--- config.mk ---
export PLATFORM = sky130hd
export DESIGN_NAME = pool_layer
export DESIGN_NICKNAME = d
export VERILOG_FILES = /design/src/cnn_pkg.sv /design/src/pool_layer.sv
export SDC_FILE = /design/constraint.sdc
export NUM_CORES = 1
export LEC_CHECK = 0
export ABC_AREA = 1
export BUFFER_PORTS_ARGS = -buffer_cell sky130_fd_sc_hd__buf_2
export CELL_PAD_IN_SITES_DETAIL_PLACEMENT = 1
export CELL_PAD_IN_SITES_GLOBAL_PLACEMENT = 1
export CORE_AREA = 3 3 567 569
export CTS_CLUSTER_DIAMETER = 150
export DETAILED_ROUTE_END_ITERATION = 10
export DIE_AREA = 0 0 570 572
export PLACE_DENSITY_LB_ADDON = 0.1
export SYNTH_ARGS = -nofsm -noshare
export SYNTH_HDL_FRONTEND = slang
export SYNTH_SLANG_ARGS = --single-unit
--- constraint.sdc ---
create_clock -name clk -period 7 [get_ports clk]
set_input_delay 0.7 -clock clk [delete_from_list [all_inputs] [get_ports clk]]
set_output_delay 0.7 -clock clk [all_outputs]
set_load 0.02 [all_outputs]
--- src/cnn_pkg.sv ---
`default_nettype none

package cnn_pkg;

    typedef logic signed [31:0] data_t;  // pixels, partial sums, score
    typedef logic [5:0] pix_idx_t;  // position within the 8x8 image

    localparam int img_dim  = 8;
    localparam int k_dim    = 3;
    localparam int conv_dim = img_dim - k_dim + 1;  // no padding
    localparam int pool_dim = conv_dim / 2;  // 2x2 window, stride 2
    localparam int fc_len   = pool_dim * pool_dim;

    // 3x3 kernel in raster order
    localparam data_t conv_kernel [k_dim*k_dim] = '{
         1,  0, -1,
         2,  1, -2,
         0, -1,  1
    };

    localparam data_t fc_weights [fc_len] = '{
         3, -1,  2,
        -2,  4,  1,
        -3,  2,  1
    };

    typedef struct packed {
        data_t [0:conv_dim*conv_dim-1] px;  // raster order
    } conv_map_t;

    typedef struct packed {
        data_t [0:fc_len-1] px;  // raster order
    } pool_map_t;

    typedef enum logic [2:0] {
        idle,
        load,
        conv_run,
        pool_run,
        fc_run,
        hold
    } ctrl_state_t;

endpackage

`default_nettype wire

--- src/pool_layer.sv ---
`timescale 1ns/1ps
`default_nettype none

module pool_layer import cnn_pkg::*; (
    input  logic      clk,
    input  logic      rst,
    input  logic      start,
    input  conv_map_t conv_map,
    output logic      done,
    output pool_map_t pool_map
);

    logic       busy;
    logic [1:0] win_row;
    logic [1:0] win_col;
    logic [1:0] elem;  // position inside the 2x2 window
    logic [2:0] src_row;
    logic [2:0] src_col;
    logic [5:0] src_idx;
    logic [3:0] dst_idx;
    data_t      cand;
    data_t      max_val;

    assign src_row = {win_row, elem[1]};  // 2 * win_row + dr
    assign src_col = {win_col, elem[0]};
    assign src_idx = 6'(src_row * conv_dim + src_col);
    assign dst_idx = 4'(win_row * pool_dim + win_col);
    assign cand    = conv_map.px[src_idx];

    always_ff @(posedge clk) begin
        if (rst) begin
            busy    <= 1'b0;
            done    <= 1'b0;
            win_row <= '0;
            win_col <= '0;
            elem    <= '0;
        end else begin
            done <= 1'b0;
            if (start) begin
                busy    <= 1'b1;
                win_row <= '0;
                win_col <= '0;
                elem    <= '0;
            end else if (busy) begin
                elem <= elem + 1'b1;  // wraps after four
                if (elem == 2'd3) begin
                    if (win_col == 2'(pool_dim - 1)) begin
                        win_col <= '0;
                        if (win_row == 2'(pool_dim - 1)) begin
                            win_row <= '0;
                            busy    <= 1'b0;
                            done    <= 1'b1;
                        end else begin
                            win_row <= win_row + 1'b1;
                        end
                    end else begin
                        win_col <= win_col + 1'b1;
                    end
                end
            end
        end
    end

    // running signed max, written out on the fourth element
    always_ff @(posedge clk) begin
        if (busy) begin
            if (elem == 2'd0) begin
                max_val <= cand;
            end else if (cand > max_val) begin
                max_val <= cand;
            end
            if (elem == 2'd3) begin
                pool_map.px[dst_idx] <= (cand > max_val) ? cand : max_val;
            end
        end
    end

    a_no_start_busy: assert property (@(posedge clk) disable iff (rst) busy |-> !start)
        else $error("pool_layer: start while busy");

endmodule

`default_nettype wire

==> results.json <==
{
  "outcome": "completed",
  "slew_headroom": 0.342,
  "setup_slack_ns": 0.624,
  "yosys.area.top_type_share": 0.407,
  "grt_max_degree": 185,
  "fmax_mhz": 157,
  "powerDensity_nw_per_um2": 170,
  "fillers": 38500,
  "numCtsBuffers": 36,
  "numPortBuffers": 1443,
  "async_flop_share": 0,
  "synth_top_area_cell": "edfxtp_1",
  "clock-root-buffer": "clkbuf_16",
  "hp-class": "input pin to flop",
  "core_area_sq_um": 317000,
  "path_clk_slew_ns": 0.06,
  "pin_count": 1444,
  "synth_area_leaders": "edfxtp_1 41%, nand2_1 23%, nand3_1 15%, buf_2 3.1%, nor2_1 2.4%",
  "required_ns": 7.25,
  "worstMarginPinSlew_ns": 0.986,
  "finalSetupViolCount": 0,
  "r2r_slack_ns": 0.62,
  "finClkSkew_ns": 0.0238,
  "drt-pass1-iter-count": 7,
  "total_power_uw": 6320,
  "start_util": 0.0744,
  "synth_most_common_cell": "nand2_1",
  "drv_slew": 0,
  "cp_max_fo": 72,
  "clock-sinks": 328,
  "num_rows": 207,
  "synthTopCellsByCount": "1,440 x nand2_1, 728 x nand3_1, 320 x edfxtp_1, 150 x nor2_1, 145 x buf_2",
  "crit_arrival_ns": 6.62,
  "r2r-start": "win_row[0]$_SDFFE_PP0P_",
  "clk_latency_ns": 0.55,
  "wirelength_mm": 259,
  "post-cts-setup-buffers": 0,
  "cts_hold_buf": 0,
  "gp_congestion": 0.832,
  "track_usage": 0.150,
  "synth_cells": 3402,
  "cts_tree": "done",
  "drc": 0,
  "die_w_um": 570,
  "cp-start-kind": "flop",
  "fp.dieH_um": 572,
  "tns_ns": 0,
  "htree_levels": 2,
  "nets": 5923,
  "hp-start": "rst",
  "critPathCaptureType": "flop",
  "via_per_inst": 3.42,
  "grt_pass1_wl_mm": 328,
  "synth_edf_count": 320,
  "dp_hpwl_mm": 220,
  "crit_start": "win_row[0]$_SDFFE_PP0P_",
  "drtAntennaViolNets": 0,
  "dieArea_sq_um": 326000,
  "grt_pass1_vias": 32200,
  "drive_gt1_frac": 0.342,
  "synth_fp_nets": 4605,
  "ys_warn_count": 0,
  "dpl.cell_count": 8862,
  "clockBufferDepth": 3,
  "grt_overflow": 0,
  "critical_path_class": "flop to flop",
  "synth_ff_type": "edfxtp_1",
  "peakVddDrop_mv": 0.188,
  "post_drt_wl_per_cell_um": 28.9,
  "finalCriticalPeriod_ns": 6.38,
  "grt_antenna_before_repair": 285,
  "num_vias": 30700,
  "p_leak_uw": 0.0164,
  "maxCapViolations": 0,
  "post_cts_resize_count": 0,
  "syn_area_sq_um": 23600,
  "ys_seq_area_frac": 0.414,
  "post_synth_num_cell_types": 35,
  "syn_to_final_growth_pct": 57.9,
  "drtIter0Drc": 1691,
  "hold_violations": 0,
  "stdcell_count": 8982,
  "syn_area_per_cell_sq_um": 6.94,
  "ys_seq_elements": 328,
  "rsz0062_at_grt": "no",
  "fin_crit_sh": 0.911,
  "post-place-ws_ns": 0.330
}
==> metal layers <==
layer	track usage	vias up	wire, um
met4	0.0104	158	3420
li1	-	14100	-
met3	0.0366	470	16300
met1	0.177	14700	104000
met2	0.285	1248	135000
met5	0	-	977
==> worst paths after layout <==
kind                             endpoint  cells after the start
setup reg to reg  pool_map[127]$_DFFE_PP_                     21
hold reg to reg      elem[1]$_SDFFE_PP0P_                      2
setup / recovery  pool_map[127]$_DFFE_PP_                     21
hold / removal            busy$_SDFF_PP0_                      2
==> final cells by class <==
class	instances	area (sq um)	area share
inverter	102	400	0.0107
sequential	328	9770	0.262
antenna	56	140	0.00376
clock buffer	40	916	0.0246
timing repair buffer	1537	8170	0.219
tap	4180	5230	0.140
multi-input combinational	2715	12400	0.332
clock inverter	24	275	0.00739
==> per-stage QoR <==
step           cell area [sq um]   util  hold WS [ns]
6_report                   37300  0.117         0.321
3_5_place_dp               35900  0.113         0.620
2_1_floorplan              23600      -         0.483
3_3_place_gp               35900  0.113         0.608
5_1_grt                    37200  0.117         0.300
4_1_cts                    37100  0.117         0.277
==> power by group <==
group	internal, uW	switching [uW]	total [uW]
Clock	1140	857	2000
Combinational	584	1360	1950
Sequential	2370	9.04	2370
Total	4090	2230	6320
==> cell families (layout without fill, tap and decap cells) <==
group           after synthesis  after routing  synth area share
xor+xnor                      3              3           0.00111
compound gates              248            248            0.0569
buf+inv                     359           1703            0.0672
simple gates               2416           2416             0.434
fa+ha+maj                    48             48            0.0267
other cells                   0             56                 0
flops                       328            328             0.414
==> cells in the final DEF, fill, tap and decap left out, types with 9 or more instances in the layout <==
master	count
inv_1	97
nand4_1	46
o21ai_0	102
buf_2	1443
nand2_1	1439
buf_12	19
nand3_1	728
clkinv_1	9
clkbuf_16	36
buf_4	75
diode_2	56
edfxtp_1	320
nor2_1	142
ha_1	43
o22ai_1	32
nor2_4	10
o21ai_1	10
and2_1	32
o211ai_1	18
a21oi_1	80
==> sequential cells by signal (all words and copies together) (netlist names) <==
| signal | count |
|---|---|
| win_row | 2 |
| done | 1 |
| max_val | 32 |
| elem | 2 |
| win_col | 2 |
| busy | 1 |
| pool_map | 288 |
==> worst max-delay path: stages, from the launching register on <==
cell and delay, ns:
dfxtp_1 0.39, ha_1 0.33, inv_1 0.06, fa_4 1.11, inv_4 0.09, buf_12 0.22, nand3_1 0.21, nand3_1 0.23
nand4_1 0.32, nand3_1 0.32, nand2_1 0.24, inv_1 0.08, ha_1 0.29, a21oi_1 0.29, o21ai_0 0.18, a21oi_1 0.14
nand2_1 0.07, nand2_1 0.09, nand3_2 0.08, buf_4 0.31, nand3_1 0.20, and2_1 0.55
Power figures use the tool's default switching activity.
