--- config.mk ---
export PLATFORM = sky130hd
export DESIGN_NAME = conv_layer
export DESIGN_NICKNAME = d
export VERILOG_FILES = /design/src/cnn_pkg.sv /design/src/conv_layer.sv
export SDC_FILE = /design/constraint.sdc
export NUM_CORES = 2
export LEC_CHECK = 0
export BUFFER_PORTS_ARGS = -buffer_cell sky130_fd_sc_hd__buf_2
export CAP_MARGIN = 30
export CORE_UTILIZATION = 59
export CTS_CLUSTER_SIZE = 12
export DETAILED_ROUTE_END_ITERATION = 7
export PLACE_DENSITY_LB_ADDON = 0.1
export RECOVER_POWER = 25
export SLEW_MARGIN = 20
export SYNTH_ARGS = -nofsm -noshare
export SYNTH_HDL_FRONTEND = slang
export SYNTH_SLANG_ARGS = --single-unit
--- constraint.sdc ---
create_clock -name clk -period 14.3 [get_ports clk]
set_clock_uncertainty 0.2 [all_clocks]
set_input_delay 1.43 -clock clk [delete_from_list [all_inputs] [get_ports clk]]
set_output_delay 1.43 -clock clk [all_outputs]
set_load 0.01 [all_outputs]
--- src/cnn_pkg.sv ---
`default_nettype none

package cnn_pkg;

    typedef logic signed [31:0] data_t;  // pixels, partial sums, score
    typedef logic [5:0] pix_idx_t;  // position within the 8x8 image

    localparam int img_dim  = 8;
    localparam int k_dim    = 3;
    localparam int conv_dim = img_dim - k_dim + 1;  // no padding
    localparam int pool_dim = conv_dim / 2;  // 2x2 window, stride 2
    localparam int fc_len   = pool_dim * pool_dim;

    // 3x3 kernel in raster order
    localparam data_t conv_kernel [k_dim*k_dim] = '{
         1,  0, -1,
         2,  1, -2,
         0, -1,  1
    };

    localparam data_t fc_weights [fc_len] = '{
         3, -1,  2,
        -2,  4,  1,
        -3,  2,  1
    };

    typedef struct packed {
        data_t [0:conv_dim*conv_dim-1] px;  // raster order
    } conv_map_t;

    typedef struct packed {
        data_t [0:fc_len-1] px;  // raster order
    } pool_map_t;

    typedef enum logic [2:0] {
        idle,
        load,
        conv_run,
        pool_run,
        fc_run,
        hold
    } ctrl_state_t;

endpackage

`default_nettype wire

--- src/conv_layer.sv ---
`timescale 1ns/1ps
`default_nettype none

module conv_layer import cnn_pkg::*; (
    input  logic      clk,
    input  logic      rst,
    input  logic      px_we,
    input  data_t     px_data,
    input  logic      start,
    output logic      done,
    output conv_map_t conv_map
);

    data_t      img_buf [img_dim*img_dim];
    pix_idx_t   wr_ptr;  // wraps after a full image
    logic       busy;
    logic [2:0] out_row;
    logic [2:0] out_col;
    logic [1:0] k_row;
    logic [1:0] k_col;
    logic [2:0] img_row;
    logic [2:0] img_col;
    pix_idx_t   rd_addr;
    logic [3:0] tap_idx;
    logic [5:0] out_idx;
    logic       first_tap;
    logic       last_tap;
    data_t      acc;
    data_t      product;

    assign img_row = out_row + 3'(k_row);
    assign img_col = out_col + 3'(k_col);
    assign rd_addr = {img_row, img_col};  // row * 8 + col
    assign tap_idx = 4'(k_row * k_dim + k_col);
    assign out_idx = 6'(out_row * conv_dim + out_col);

    assign first_tap = (k_row == '0) && (k_col == '0);
    assign last_tap  = (k_row == 2'(k_dim - 1)) && (k_col == 2'(k_dim - 1));

    assign product = img_buf[rd_addr] * conv_kernel[tap_idx];

    always_ff @(posedge clk) begin
        if (rst) begin
            wr_ptr  <= '0;
            busy    <= 1'b0;
            done    <= 1'b0;
            out_row <= '0;
            out_col <= '0;
            k_row   <= '0;
            k_col   <= '0;
        end else begin
            done <= 1'b0;
            if (px_we) begin
                wr_ptr <= wr_ptr + 1'b1;
            end
            if (start) begin
                busy    <= 1'b1;
                out_row <= '0;
                out_col <= '0;
                k_row   <= '0;
                k_col   <= '0;
            end else if (busy) begin
                if (k_col == 2'(k_dim - 1)) begin
                    k_col <= '0;
                    if (k_row == 2'(k_dim - 1)) begin
                        k_row <= '0;
                        if (out_col == 3'(conv_dim - 1)) begin
                            out_col <= '0;
                            if (out_row == 3'(conv_dim - 1)) begin
                                out_row <= '0;
                                busy    <= 1'b0;
                                done    <= 1'b1;  // last output written this edge
                            end else begin
                                out_row <= out_row + 1'b1;
                            end
                        end else begin
                            out_col <= out_col + 1'b1;
                        end
                    end else begin
                        k_row <= k_row + 1'b1;
                    end
                end else begin
                    k_col <= k_col + 1'b1;
                end
            end
        end
    end

    // image buffer and mac datapath
    always_ff @(posedge clk) begin
        if (px_we) begin
            img_buf[wr_ptr] <= px_data;
        end
        if (busy) begin
            acc <= first_tap ? product : acc + product;
            if (last_tap) begin
                conv_map.px[out_idx] <= acc + product;
            end
        end
    end

    // controller must wait for done before restarting
    a_no_start_busy: assert property (@(posedge clk) disable iff (rst) busy |-> !start)
        else $error("conv_layer: start while running");

endmodule

`default_nettype wire

==> results.toml <==
[drt]
drc = 0
ant_nets = 0
wl_per_cell_um = 34.8
via_per_inst = 6.32
routed_wl_um = 362000
vias = 65800
first_pass_iters = 6
drt-initial-drc-count = 9263

[run_status]
violations = "capacitance limit, slew limit"
outcome = "finished, violations left"

[run]
maxCapViolations = 26

[sta]
rsz0062_at_grt = "false"
final.min_clock_period_ns = 13.36
hold_viol_final = 0
tightest_slew_ns = 2.93
setup_tns_ns = 0
post-route-period-util = 0.934
finalWorstSetupSlack_ns = 0.944
setup_viol = 0
finalMaxSlewViolations = 1364
relSlewSlack = -0.954
fmax_mhz = 74.9

[final_layout]
nets = 7912
syn_to_final_growth_pct = 16.8
drive_gt1_frac = 0.341
fillerInstances = 13300
multiInputGateArea_um2 = 28600
fin_cells = 10400
regArea_um2 = 97400

[clock_tree]
cts-resized-gates = 0
clk_pin_slew_ns = 0.06
cts.path.max_buffers = 4
cts_hold_buf = 0
clock_latency_ns = 0.99
clock-sinks = 3250
cts_inserted_buffers = 342
root_buffer = "clkbuf_16"
tritoncts = "done"
postCtsSetupBuffers = 0
h-tree-depth = 5

[floorplan]
rows = 170
die_area_um2 = 218000
core_um2 = 215000
initial_core_util = 0.594
io_pins = 1189
fp.dieW_um = 467
die_y_um = 467

[synthesis]
synth_xor_area_frac = 0.00759
synth.area.top_cells = "edfxtp_1, mux4_2, fa_1"
synthArstFlopShare = 0
yosysTopAreaCellShare = 0.761
syn_area_um2 = 128000
seq_area_frac_synth = 0.764
synth_mux_area_frac = 0.118
synth_top_area_cell = "edfxtp_1"
synth_cell_types = 72
syn-num-nets = 6311
synth_top_family_by_area = "multiplexers"
syn-instance-count = 5812
synth_ff_type = "edfxtp_1"
synth_compound_area_frac = 0.0102
yosys_warnings = 0
synthSimpleGateAreaFrac = 0.0176
ys_ff_latch = 3250
synth_edf_count = 3232
yosys.area_share.adder = 0.0620
syn_area_per_cell_um2 = 21.9

[power_and_ir_drop]
p_seq_frac = 0.498
power.clock.fraction = 0.334
p_leak_nw = 52.2
vdd_drop_max_mv = 0.378
internal_power_w = 0.0169
combPwrFrac = 0.169
p_switching_w = 0.00655
powerDensity_nw_per_um2 = 158
switching_share = 0.279

[min_path]
hold_class = "register to register"
min_to = "k_row[1]"
whs_path_depth = 2
worstHoldStart = "k_row[1]"

[placed_design]
dp_cells = 9896
gp_congestion = 0.950
numPortBuffers = 1188
place.detailed.hpwl_um = 230000
post-place-ws_ns = 1.02

[critical_path]
crit_type = "register to register"
critPathSlowestCell = "fa_4"
reg2reg_depth = 39
critPathCaptureType = "register"
ff2ff_setup_slack_ns = 0.94
cp_max_fo = 93
cp-startpoint = "k_col[0]"
worstPathRequired_ns = 14.79
critPathArrivalTime_ns = 13.84
rr_startpoint = "k_col[0]"
timing.rr.end = "conv_map[479]"
critPathMaxStageDelay_ns = 0.98
startpoint_type = "register"

[grt]
grt_antenna_before_repair = 32
grt_pass1_vias = 64800
grt.total_usage = 0.332
grt.overflow.total = 0
grt_start_max_net_pins = 94
grt_pass1_wl_um = 495000
==> power by group through the flow <==
stage          clock (W)  combinational [W]  sequential (W)
2_1_floorplan          0            0.00129          0.0119
3_3_place_gp           0            0.00381          0.0119
3_5_place_dp           0            0.00390          0.0119
4_1_cts          0.00789            0.00391          0.0117
5_1_grt          0.00824            0.00404          0.0117
6_report         0.00782            0.00395          0.0117
==> worst max path at each step <==
stage                endpoint
3_5_place_dp    conv_map[895]
5_1_grt         conv_map[479]
2_1_floorplan  conv_map[1023]
4_1_cts         conv_map[479]
3_3_place_gp    conv_map[895]
6_report        conv_map[479]
==> cells in the mapped netlist (all sizes together), types with 30 or more instances <==
cell type	instances
fa	282
nand2	133
o21ai	34
and2	59
xor2	30
buf	119
inv	439
nor2	193
mux4	648
a21oi	58
edfxtp	3232
xnor2	75
ha	181
clkbuf	60
==> placed cells by master (no fill, tap or decap), drive strengths merged, types with 15 or more instances in the layout <==
cell    instances
nand2         133
a21o           25
mux2           19
nand3          25
inv           442
clkbuf        472
buf          1385
nand2b         15
xor2           30
mux4          648
xnor2          75
o21ai          34
a21oi          58
nor3           18
clkinv         64
fa            282
edfxtp       3232
nor2          193
dfxtp          18
and2           59
ha            181
o21bai         19
mux2i          20
==> metrics by stage <==
step / hold slack, ns / util / area [um^2] / power, W
2_1_floorplan: 0.286 / - / 128000 / 0.0132
3_3_place_gp: 0.316 / 0.648 / 139000 / 0.0157
3_5_place_dp: 0.324 / 0.651 / 140000 / 0.0158
4_1_cts: 0.332 / 0.695 / 149000 / 0.0235
5_1_grt: 0.356 / 0.694 / 149000 / 0.0240
6_report: 0.341 / 0.694 / 149000 / 0.0235
==> state kept, by name, indices dropped and copies added (netlist names) <==
register and cells:
acc 32, wr_ptr 6, busy 1, done 1, k_col 2, img_buf 2048, k_row 2, out_col 3
out_row 3, conv_map 1152
==> worst max-delay path, delay by kind of cell (launching register included) <==
kind / cells / cell delay, ns
fa+ha+maj: 12 / 5.79
mux: 3 / 1.56
compound gates: 5 / 1.35
flops: 1 / 0.47
buf+inv: 8 / 1.19
simple gates: 8 / 1.79
xor+xnor: 3 / 0.57
==> layout make-up <==
| type | instances | share of cell area |
|---|---|---|
| antenna | 12 | 0.000202 |
| clock buffer | 421 | 0.0603 |
| clock inverter | 75 | 0.00322 |
| inverter | 439 | 0.0111 |
| multi-input combinational | 1944 | 0.192 |
| sequential | 3250 | 0.654 |
| tap | 2838 | 0.0238 |
| timing repair buffer | 1436 | 0.0554 |
==> routing by layer <==
metal  wire length [um]  share of wire  up-vias  global-route usage
li1                   -              -    26100                   -
met1             133000           0.37    34700               0.466
met2             177000           0.49     4397               0.532
met3              39900           0.11      579              0.0651
met4              11400          0.032        8               0.107
met5                 84        0.00023        -                   0
==> kinds of logic after synthesis <==
kind of cell | count (synthesis)
buffers and inverters | 618
AOI/OAI and AO/OA | 197
xor gates and xnor gates | 106
and+or+nand+nor | 491
adders and majority gates | 463
muxes | 687
DFF | 3250
Note: power is estimated with default switching activity, not from simulation.
