$ cat src/cnn_pkg.sv
`default_nettype none

package cnn_pkg;

    typedef logic signed [31:0] data_t;  // pixels, partial sums, score
    typedef logic [5:0] pix_idx_t;  // position within the 8x8 image

    localparam int img_dim  = 8;
    localparam int k_dim    = 3;
    localparam int conv_dim = img_dim - k_dim + 1;  // no padding
    localparam int pool_dim = conv_dim / 2;  // 2x2 window, stride 2
    localparam int fc_len   = pool_dim * pool_dim;

    // 3x3 kernel in raster order
    localparam data_t conv_kernel [k_dim*k_dim] = '{
         1,  0, -1,
         2,  1, -2,
         0, -1,  1
    };

    localparam data_t fc_weights [fc_len] = '{
         3, -1,  2,
        -2,  4,  1,
        -3,  2,  1
    };

    typedef struct packed {
        data_t [0:conv_dim*conv_dim-1] px;  // raster order
    } conv_map_t;

    typedef struct packed {
        data_t [0:fc_len-1] px;  // raster order
    } pool_map_t;

    typedef enum logic [2:0] {
        idle,
        load,
        conv_run,
        pool_run,
        fc_run,
        hold
    } ctrl_state_t;

endpackage

`default_nettype wire

$ cat src/fc_layer.sv
`timescale 1ns/1ps
`default_nettype none

module fc_layer import cnn_pkg::*; (
    input  logic      clk,
    input  logic      rst,
    input  logic      start,
    input  pool_map_t pool_map,
    output logic      done,
    output data_t     score
);

    logic       busy;
    logic [3:0] term;
    logic       last_term;
    data_t      acc;
    data_t      product;

    assign last_term = (term == 4'(fc_len - 1));
    assign product   = pool_map.px[term] * fc_weights[term];

    always_ff @(posedge clk) begin
        if (rst) begin
            busy <= 1'b0;
            done <= 1'b0;
            term <= '0;
        end else begin
            done <= 1'b0;
            if (start) begin
                busy <= 1'b1;
                term <= '0;
            end else if (busy) begin
                term <= term + 1'b1;
                if (last_term) begin
                    busy <= 1'b0;
                    done <= 1'b1;
                end
            end
        end
    end

    // one product per cycle
    always_ff @(posedge clk) begin
        if (start) begin
            acc <= '0;
        end else if (busy) begin
            acc <= acc + product;
            if (last_term) begin
                score <= acc + product;  // held until the next image
            end
        end
    end

    // done comes exactly fc_len + 1 cycles after its start
    a_done_after_start: assert property (
        @(posedge clk) disable iff (rst) $rose(done) |-> $past(start, fc_len + 1)
    ) else $error("fc_layer: done without matching start");

endmodule

`default_nettype wire

$ cat config.mk
export PLATFORM = sky130hd
export DESIGN_NAME = fc_layer
export DESIGN_NICKNAME = d
export VERILOG_FILES = /design/src/cnn_pkg.sv /design/src/fc_layer.sv
export SDC_FILE = /design/constraint.sdc
export NUM_CORES = 1
export LEC_CHECK = 0
export BUFFER_PORTS_ARGS = -buffer_cell sky130_fd_sc_hd__buf_4
export CAP_MARGIN = 15
export CELL_PAD_IN_SITES_DETAIL_PLACEMENT = 0
export CELL_PAD_IN_SITES_GLOBAL_PLACEMENT = 1
export CORE_MARGIN = 2
export CORE_UTILIZATION = 49
export DETAILED_ROUTE_END_ITERATION = 16
export PLACE_DENSITY_LB_ADDON = 0.12
export SKIP_LAST_GASP = 1
export SYNTH_ARGS = -nofsm -noshare
export SYNTH_HDL_FRONTEND = slang
export SYNTH_SLANG_ARGS = --single-unit
$ cat constraint.sdc
create_clock -name clk -period 16.05 [get_ports clk]
set_clock_uncertainty 0.15 [all_clocks]
set_input_delay 4.815 -clock clk [delete_from_list [all_inputs] [get_ports clk]]
set_output_delay 4.815 -clock clk [all_outputs]
set_load 0.02 [all_outputs]
==> out/results.ini, run 1 <==
[power_and_ir_drop]
ir_worst_vdd_mv=0.262
finalPower_mw=4.55
leakage_nw=10.1
power_density_nw_per_um2=228

[clock_network]
cts_made_buffers=9
clk_latency_ps=350
clockRootBuffer=clkbuf_16
post_cts_buffers=0
clock_sinks=70
cts.reportedPaths.clkPinSlew_ps=60
cts_max_level=3
post_cts_resized=0
cts_tree=done
clockBufferDepth=2
cts-hold-fix-buffers=0

[critical_path]
critPathLaunchType=input pin
arrival_ps=13670
critPathRequiredTime_ps=16120
critical_path.max_fanout=6
path_class=in2reg
cp_slowest_cell=a211oi_1
r2r_start=term[0]
critPathMaxStageDelay_ps=690
critPathCaptureType=flop
startpoint=pool_map[44]
cpMostUsedCell=fa_1

[placed_design]
hpwl_um=53500
gp_congestion=0.980
place_inst=2399
placed_area_um2=19600
io_buffers=321

[route]
drc_errors=0
vias_per_cell=5.39
drtIter0Drc=945
drt_wl_total_um=59300
wl_per_cell_um=24.5
firstDrtPassIters=5
postRouteAntennaNets=0
num_vias=13100

[cells_and_area]
fin_area_um2=20000
final_nets=2722
layoutNonFillerInstCount=2424
fin_util_pct=59.2
area_delta_synth_final_pct=18.7
drive_above_1_share_pct=21.9

[synthesis]
synth_ff_type=dfxtp_1
ys_async_sr_fraction_pct=0
syn_inst=1671
synth_nets=2430
avgSynthCellArea_um2=10.1
ys_seq_area_share_pct=10.2
synth_top_area_share_pct=37.9
synth_edf_count=32
synthDistinctLibCells=66
synth.most_common_cell=inv_1
synth_area_um2=16800
synth_common_cells=inv_1 (492), fa_1 (318), ha_1 (150)
ys_seq_elements=70
yosysTopAreaCell=fa_1
synth_warnings=0
synthTopCellsByArea=fa_1 (38%), ha_1 (11%), inv_1 (11%)

[floorplan]
core_um2=33700
die_area_um2=35800
start_util_pct=49.9
die_w_um=189
rows=67
ios=324
die_h_um=189

[global_route]
antenna_found_initial=9
grt_overflow_total=0
track_usage_pct=34.5
grt_pass1_vias=13900
grt_max_degree=72
grt_first_pass_wirelength_um=88400

[run_status]
status=complete, no violations

[sta]
setup_tns_ps=0
fin_crit_sh_pct=84.7
slew_violations=0
grt_setup_unrepaired=false
hold_violations=0
tightest_slew_ps=990
period_needed_ps=13600
relSlewSlack_pct=33.9
setup_viol=0
clock.fmax_ghz=0.0735

[hold_path]
holdCritStartpoint=acc[3]
hold_path_class=reg2reg

[flow_run]
cap_violations=0

==> per-stage QoR <==
step	hold WS, ps	setup slack (ps)
3_5_place_dp	332	2140
6_report	351	2450
2_1_floorplan	295	3770
3_3_place_gp	327	2190
5_1_grt	375	2030
4_1_cts	351	2490
==> area by class of cell <==
cell class | instances | area [um2]
Fill cell | 2979 | 13700
Multi-Input combinational cell | 1057 | 13000
Timing Repair Buffer | 332 | 2490
Inverter | 493 | 1850
Sequential cell | 70 | 1730
Tap cell | 448 | 561
Clock buffer | 10 | 229
Clock inverter | 6 | 67.6
Antenna cell | 8 | 20.0
==> critical path: cells and delay by family <==
kind / cells / cell delay, ps
XOR/XNOR: 2 / 360
buffers and inverters: 7 / 630
adder cells (fa/ha/maj): 9 / 4100
AND/OR/NAND/NOR: 2 / 400
AO/OA/AOI/OAI: 8 / 2430
multiplexers: 3 / 920
==> state kept, by name, summed over array words and instances, names as in the netlist <==
name,count
busy,1
done,1
score,32
term,4
acc,32
==> metal layers <==
layer	wire (um)	track usage [%]	up-vias
li1	-	-	5765
met1	24000	45.2	6643
met2	28200	56.5	547
met3	4030	5.75	105
met4	3130	16.0	4
met5	26	0	-
==> cell usage in the layout, fill, tap and decap left out, types with 4 or more instances in the layout <==
| master | count |
|---|---|
| nand3_1 | 5 |
| o21a_1 | 7 |
| nand2b_1 | 11 |
| dfxtp_1 | 33 |
| xnor3_1 | 4 |
| edfxtp_1 | 32 |
| xor2_1 | 17 |
| fa_1 | 318 |
| inv_1 | 492 |
| and2_1 | 8 |
| nor2b_1 | 5 |
| nor3_1 | 15 |
| clkbuf_16 | 9 |
| diode_2 | 8 |
| o21ai_0 | 25 |
| o21ai_1 | 5 |
| nor2_1 | 79 |
| nand2_1 | 104 |
| ha_1 | 150 |
| mux4_2 | 60 |
| a21oi_1 | 41 |
| nand3b_1 | 4 |
| mux2i_1 | 52 |
| nand4_1 | 4 |
| a211oi_1 | 6 |
| buf_4 | 332 |
| o311ai_1 | 4 |
| xnor2_1 | 50 |
| or3_1 | 12 |
| a21o_1 | 14 |
==> power by group <==
group / switching [mW] / internal (mW) / total, mW / leakage [nW]
logic: 2.37 / 1.59 / 3.96 / 9.39
clock network: 0.0867 / 0.121 / 0.208 / 0.140
registers: 0.0203 / 0.365 / 0.385 / 0.602
==> worst paths after layout <==
check / cells after the start / to / slack (ps)
min: 2 / acc[3] / 350
max reg2reg: 31 / acc[31] / 5480
max: 31 / acc[31] / 2450
min reg2reg: 2 / acc[3] / 350
==> cells by family after synthesis <==
group | Yosys count | synth area share (%)
AOI/OAI and AO/OA | 134 | 5.26
xor gates and xnor gates | 71 | 4.03
adders and majority gates | 468 | 49.0
buffers and inverters | 544 | 12.5
DFF | 70 | 10.2
muxes | 115 | 11.6
and+or+nand+nor | 269 | 7.38
Power figures use the tool's default switching activity.
==> inputs of run 2 (changes only) <==
Settings changed: CORE_UTILIZATION 49 to 45.
Clock period 16.05 ns to 12.97 ns, I/O delays scaled along.
==> run 2 against run 1 <==
Against the previous run: critical path depth grew 1; clock-buffer cell count unchanged; core utilization down 3.8 points; global-route usage is 2.9 points lower; sequential power increased by 23%; first-iteration DRC count is 17% lower; cell count is 2.4% higher; cell area increased by 1.8%; non-clock buffer count is 38 higher; die area up 8.7%; combinational power increased by 28%; critical path type unchanged.
==> out/results.ini, run 2 (synthesized netlist as in run 1, its figures left out) <==
[route]
drtIter0Drc=782  ; -17%
drc_errors=0  ; unchanged
num_vias=12900  ; -1.4%
vias_per_cell=5.19  ; -3.7%
firstDrtPassIters=5  ; unchanged
postRouteAntennaNets=0  ; unchanged
drt_wl_total_um=58300  ; -1.8%
wl_per_cell_um=23.5  ; -4.1%

[global_route]
grt_use_met2_pct=54.3  ; -2.2 points
antenna_found_initial=9  ; unchanged
use_met1_pct=40.2  ; -5.0 points
grt_first_pass_wirelength_um=88400  ; unchanged
track_usage_pct=31.7  ; -2.9 points
grt_overflow_total=0  ; unchanged
grt-busiest-layer=met2
grt_pass1_vias=14200  ; +2.0%
met3_usage_pct=3.47  ; -2.3 points
grt_max_degree=63  ; -13%

[clock_network]
cts_tree=done
cts.reportedPaths.clkPinSlew_ps=70  ; about the same
cts_max_level=3  ; unchanged
clock_sinks=70  ; unchanged
cts_made_buffers=9  ; unchanged
clockRootBuffer=clkbuf_16
post_cts_resized=0  ; unchanged
clk_latency_ps=360  ; about the same
cts-hold-fix-buffers=0  ; unchanged
post_cts_buffers=0  ; unchanged
clockBufferDepth=2  ; unchanged

[hold_path]
hold_path_class=reg2reg

[power_and_ir_drop]
leakage_nw=10.3  ; +2.0%
ir_worst_vdd_mv=0.513  ; +96%
power_density_nw_per_um2=287  ; +26%
finalPower_mw=5.83  ; +28%

[floorplan]
core_um2=36700  ; +8.9%
die_w_um=197  ; +4.3%
die_area_um2=38900  ; +8.7%
start_util_pct=45.8  ; -4.1 points
die_h_um=197  ; +4.3%
rows=70  ; +4.5%
ios=324  ; unchanged

[cells_and_area]
area_delta_synth_final_pct=20.9
drive_above_1_share_pct=23.3  ; +1.4 points
largestRegisters=acc: 32 flops, score: 32 flops, term: 4 flops
final_common_cell=inv_1
final_nets=2760  ; +1.4%
fillCellCount=3348  ; +12%
layout_common_cells=inv_1 (492), buf_4 (369), fa_1 (318)
fin_area_um2=20300  ; +1.8%

[placed_design]
placed_area_um2=20000  ; +1.6%
gp_congestion=0.943  ; -3.8%
hpwl_um=52100  ; -2.7%
io_buffers=321  ; unchanged

[critical_path]
critPathRequiredTime_ps=13070  ; -3050 ps
cp_slowest_cell=fa_1
critPathMaxStageDelay_ps=590  ; -100 ps
critPathLaunchType=input pin
critPathCaptureType=flop
critical_path.max_fanout=6  ; unchanged
cpMostUsedCell=fa_1
path_class=in2reg
arrival_ps=12190  ; -1480 ps

[sta]
fin_crit_sh_pct=93.3
hold_violations=0  ; unchanged
grt_setup_unrepaired=false
period_needed_ps=12100
slew_violations=0  ; unchanged
clock.fmax_ghz=0.0827
setup_tns_ps=0  ; unchanged
fin_hold_ws_ps=345  ; -5.62 ps
tightest_slew_ps=860  ; -129 ps
relSlewSlack_pct=42.7  ; +8.8 points
setup_viol=0  ; unchanged

[flow_run]
cap_violations=0  ; unchanged

[run_status]
status=complete, no violations

run 2: changes by cell type in the layout (fill, tap and decap cells not counted):
cell	before	now
buf_12	0	1
buf_4	332	369
bufinv_16	1	3
clkinv_1	1	2
clkinv_2	1	0
clkinv_4	0	1
clkinvlp_4	2	1
inv_6	2	0
run 2: routing by layer:
layer	up-vias	wire [um]
li1	5854	-
met1	6554	24100
met2	398	29000
met3	75	2410
met4	0	2770
met5	-	0
run 2: power by group:
group	leakage [nW]	switching [mW]	internal (mW)
clock network	0.160	0.110	0.188
registers	0.602	0.0244	0.451
logic	9.57	2.91	2.15
run 2: path summary, 6_finish.rpt:
check	from	end	slack, ps	cells past startpoint
setup reg to reg	term[0]	acc[31]	3000	33
hold / removal	acc[23]	acc[23]	350	2
setup / recovery	pool_map[271]	acc[30]	870	32
hold reg to reg	acc[23]	acc[23]	350	2
run 2: cell type report:
cell class / instances / area (um2) / share of cell area (%)
Sequential cell: 70 / 1730 / 8.52
Timing Repair Buffer: 370 / 2790 / 13.7
Tap cell: 468 / 586 / 2.88
Inverter: 493 / 1850 / 9.10
Antenna cell: 8 / 20.0 / 0.0985
Clock inverter: 6 / 110 / 0.542
Multi-Input combinational cell: 1057 / 13000 / 64.0
Clock buffer: 10 / 229 / 1.13
run 2: critical path: cells and delay by family:
| kind | cells | cell delay (ps) |
|---|---|---|
| compound gates | 4 | 810 |
| xor+xnor | 1 | 110 |
| fa+ha+maj | 9 | 4450 |
| buf+inv | 12 | 1340 |
| simple gates | 4 | 800 |
| mux | 2 | 760 |
run 2: per-stage QoR:
stage | std cells | setup slack (ps) | util (%)
final | 2482 | 873 | 55.4
after global routing | 2481 | 435 | 55.4
after CTS | 2473 | 880 | 55.3
after detailed placement | 2457 | 547 | 54.4
after global placement | 2457 | 686 | 54.4
after floorplan | 1671 | 1620 | -
==> inputs of run 3 (changes only) <==
Settings changed: CORE_ASPECT_RATIO from default to 1.25.
==> run 3 against run 2 <==
Against the previous run: global-route usage rose by 0.68 points; critical path depth fell by 2; maximum frequency decreased by 2.6%; sequential cell count is the same; register-to-register slack got worse by 400 ps; largest cell class unchanged; highest routed layer unchanged.
==> out/results.ini, run 3 (synthesized netlist as in run 1, its figures left out) <==
[critical_path]
critical_path.max_fanout=5  ; -1
critPathRequiredTime_ps=12880  ; -190 ps
cp_slowest_cell=fa_1
worst-r2r-cell-count=30  ; -9.1%
critPathCaptureType=flop
critPathLaunchType=input pin
arrival_ps=12330  ; +140 ps
path_class=in2reg
critPathMaxStageDelay_ps=570  ; -20 ps

[sta]
hold_violations=0  ; unchanged
setup_viol=0  ; unchanged
clock.fmax_ghz=0.0805  ; -2.6%
slew_violations=0  ; unchanged
period_needed_ps=12420  ; +324 ps
grt_setup_unrepaired=false
tightest_slew_ps=1030  ; +174 ps
setup_tns_ps=0  ; unchanged
fin_crit_sh_pct=95.8  ; +2.5 points
relSlewSlack_pct=30.9  ; -12 points

[floorplan]
rows=79  ; +13%
die_w_um=177  ; -10%
start_util_pct=45.4  ; -0.46 points
die_area_um2=38900  ; about the same
core_um2=37100  ; +1.0%
die_h_um=220  ; +12%
ios=324  ; unchanged

[power_and_ir_drop]
ir_worst_vdd_mv=0.314  ; -39%
switching_share_pct=54.4  ; +2.2 points
power_frac_seq_pct=8.3  ; about the same
clkPwrFrac_pct=5.1  ; about the same
power_density_nw_per_um2=287  ; about the same
leakage_nw=10.3  ; -0.59%
p_switching_mw=3.16  ; +3.8%
intPower_mw=2.65  ; -5.0%
combPwrFrac_pct=86.7  ; about the same

[clock_network]
cts_made_buffers=9  ; unchanged
clock_sinks=70  ; unchanged
post_cts_resized=0  ; unchanged
clockBufferDepth=2  ; unchanged
cts_tree=done
post_cts_buffers=0  ; unchanged
cts_max_level=3  ; unchanged
clk_latency_ps=360  ; about the same
cts.reportedPaths.clkPinSlew_ps=70  ; about the same
cts-hold-fix-buffers=0  ; unchanged
clockRootBuffer=clkbuf_16

[global_route]
grt_first_pass_wirelength_um=87800  ; -0.69%
grt_pass1_vias=13900  ; -2.2%
grt_max_degree=72  ; +14%
antenna_found_initial=9  ; unchanged
track_usage_pct=32.3  ; +0.68 points
grt_overflow_total=0  ; unchanged

[placed_design]
gp_congestion=0.956  ; +1.4%
place_inst=2464  ; +0.28%
hpwl_um=55500  ; +6.5%
io_buffers=321  ; unchanged

[route]
num_vias=12900  ; +0.18%
postRouteAntennaNets=0  ; unchanged
firstDrtPassIters=5  ; unchanged
drt_wl_total_um=61500  ; +5.6%
vias_per_cell=5.19  ; about the same
drtIter0Drc=668  ; -15%
drc_errors=0  ; unchanged
wl_per_cell_um=24.7  ; +5.4%

[cells_and_area]
layoutNonFillerInstCount=2486  ; +0.16%
drive_above_1_share_pct=23.0  ; -0.36 points
area_delta_synth_final_pct=20.4
largestRegisters=acc: 32 flops, score: 32 flops, term: 4 flops
layout_common_cells=inv_1 (492), buf_4 (358), fa_1 (318)
final_nets=2748  ; -0.43%
fillCellCount=3490  ; +4.2%
final_common_cell=inv_1

[hold_path]
whs_path_depth=2  ; unchanged
hold_path_class=reg2reg

[run_status]
status=complete, no violations

[flow_run]
cap_violations=0  ; unchanged

run 3: changes by cell type in the layout (fill, tap and decap cells not counted), sizes merged:
cell / change
bufinv: -1
clkinv: -1
clkbuf: -1
inv: +3
buf: -12
diode: -2
run 3: worst max-delay path, delay by kind of cell:
kind | cells | cell delay (ps)
xor gates and xnor gates | 2 | 330
adders and majority gates | 9 | 3660
buffers and inverters | 6 | 410
and+or+nand+nor | 4 | 1320
muxes | 2 | 720
AOI/OAI and AO/OA | 7 | 1950
run 3: per-stage QoR:
step	worst slack, ps	instance area (um2)	utilization, %	power (mW)	hold WS (ps)
final	549	20200	54.6	5.80	344
after global routing	360	20200	54.6	6.40	378
after CTS	741	20200	54.6	5.82	349
after detailed placement	366	19900	53.7	5.50	333
after global placement	380	19900	53.7	5.44	326
after floorplan	1620	16800	-	3.96	295
run 3: final timing paths:
kind               endpoint     startpoint  slack [ps]
hold reg to reg     acc[15]        acc[15]         340
setup / recovery  score[25]  pool_map[131]         550
hold / removal      acc[15]        acc[15]         340
setup reg to reg  score[25]        term[0]        2600
run 3: per-layer routing:
layer | vias to the layer above | track usage (%) | routed length [um]
li1 | 5818 | - | -
met1 | 6501 | 39.8 | 24300
met2 | 492 | 55.8 | 30400
met3 | 93 | 4.83 | 3690
met4 | 0 | 15.5 | 3140
met5 | - | 0 | 0
run 3: area by class of cell:
class / count / area, um2 / share of cell area (%)
diodes: 6 / 15.0 / 0.0742
clock buffers: 9 / 225 / 1.11
clock inverters: 7 / 105 / 0.519
inverters: 493 / 1850 / 9.14
multi-input cells: 1057 / 13000 / 64.3
flip-flops and latches: 70 / 1730 / 8.56
well taps: 486 / 608 / 3.00
repair buffers: 358 / 2690 / 13.3
run 3: power by group through the flow:
stage | Combinational [mW] | Clock (mW) | Sequential, mW
5_1_grt | 5.61 | 0.303 | 0.484
3_3_place_gp | 4.96 | 0 | 0.485
2_1_floorplan | 3.49 | 0 | 0.467
3_5_place_dp | 5.02 | 0 | 0.485
6_report | 5.03 | 0.294 | 0.480
4_1_cts | 5.04 | 0.295 | 0.480
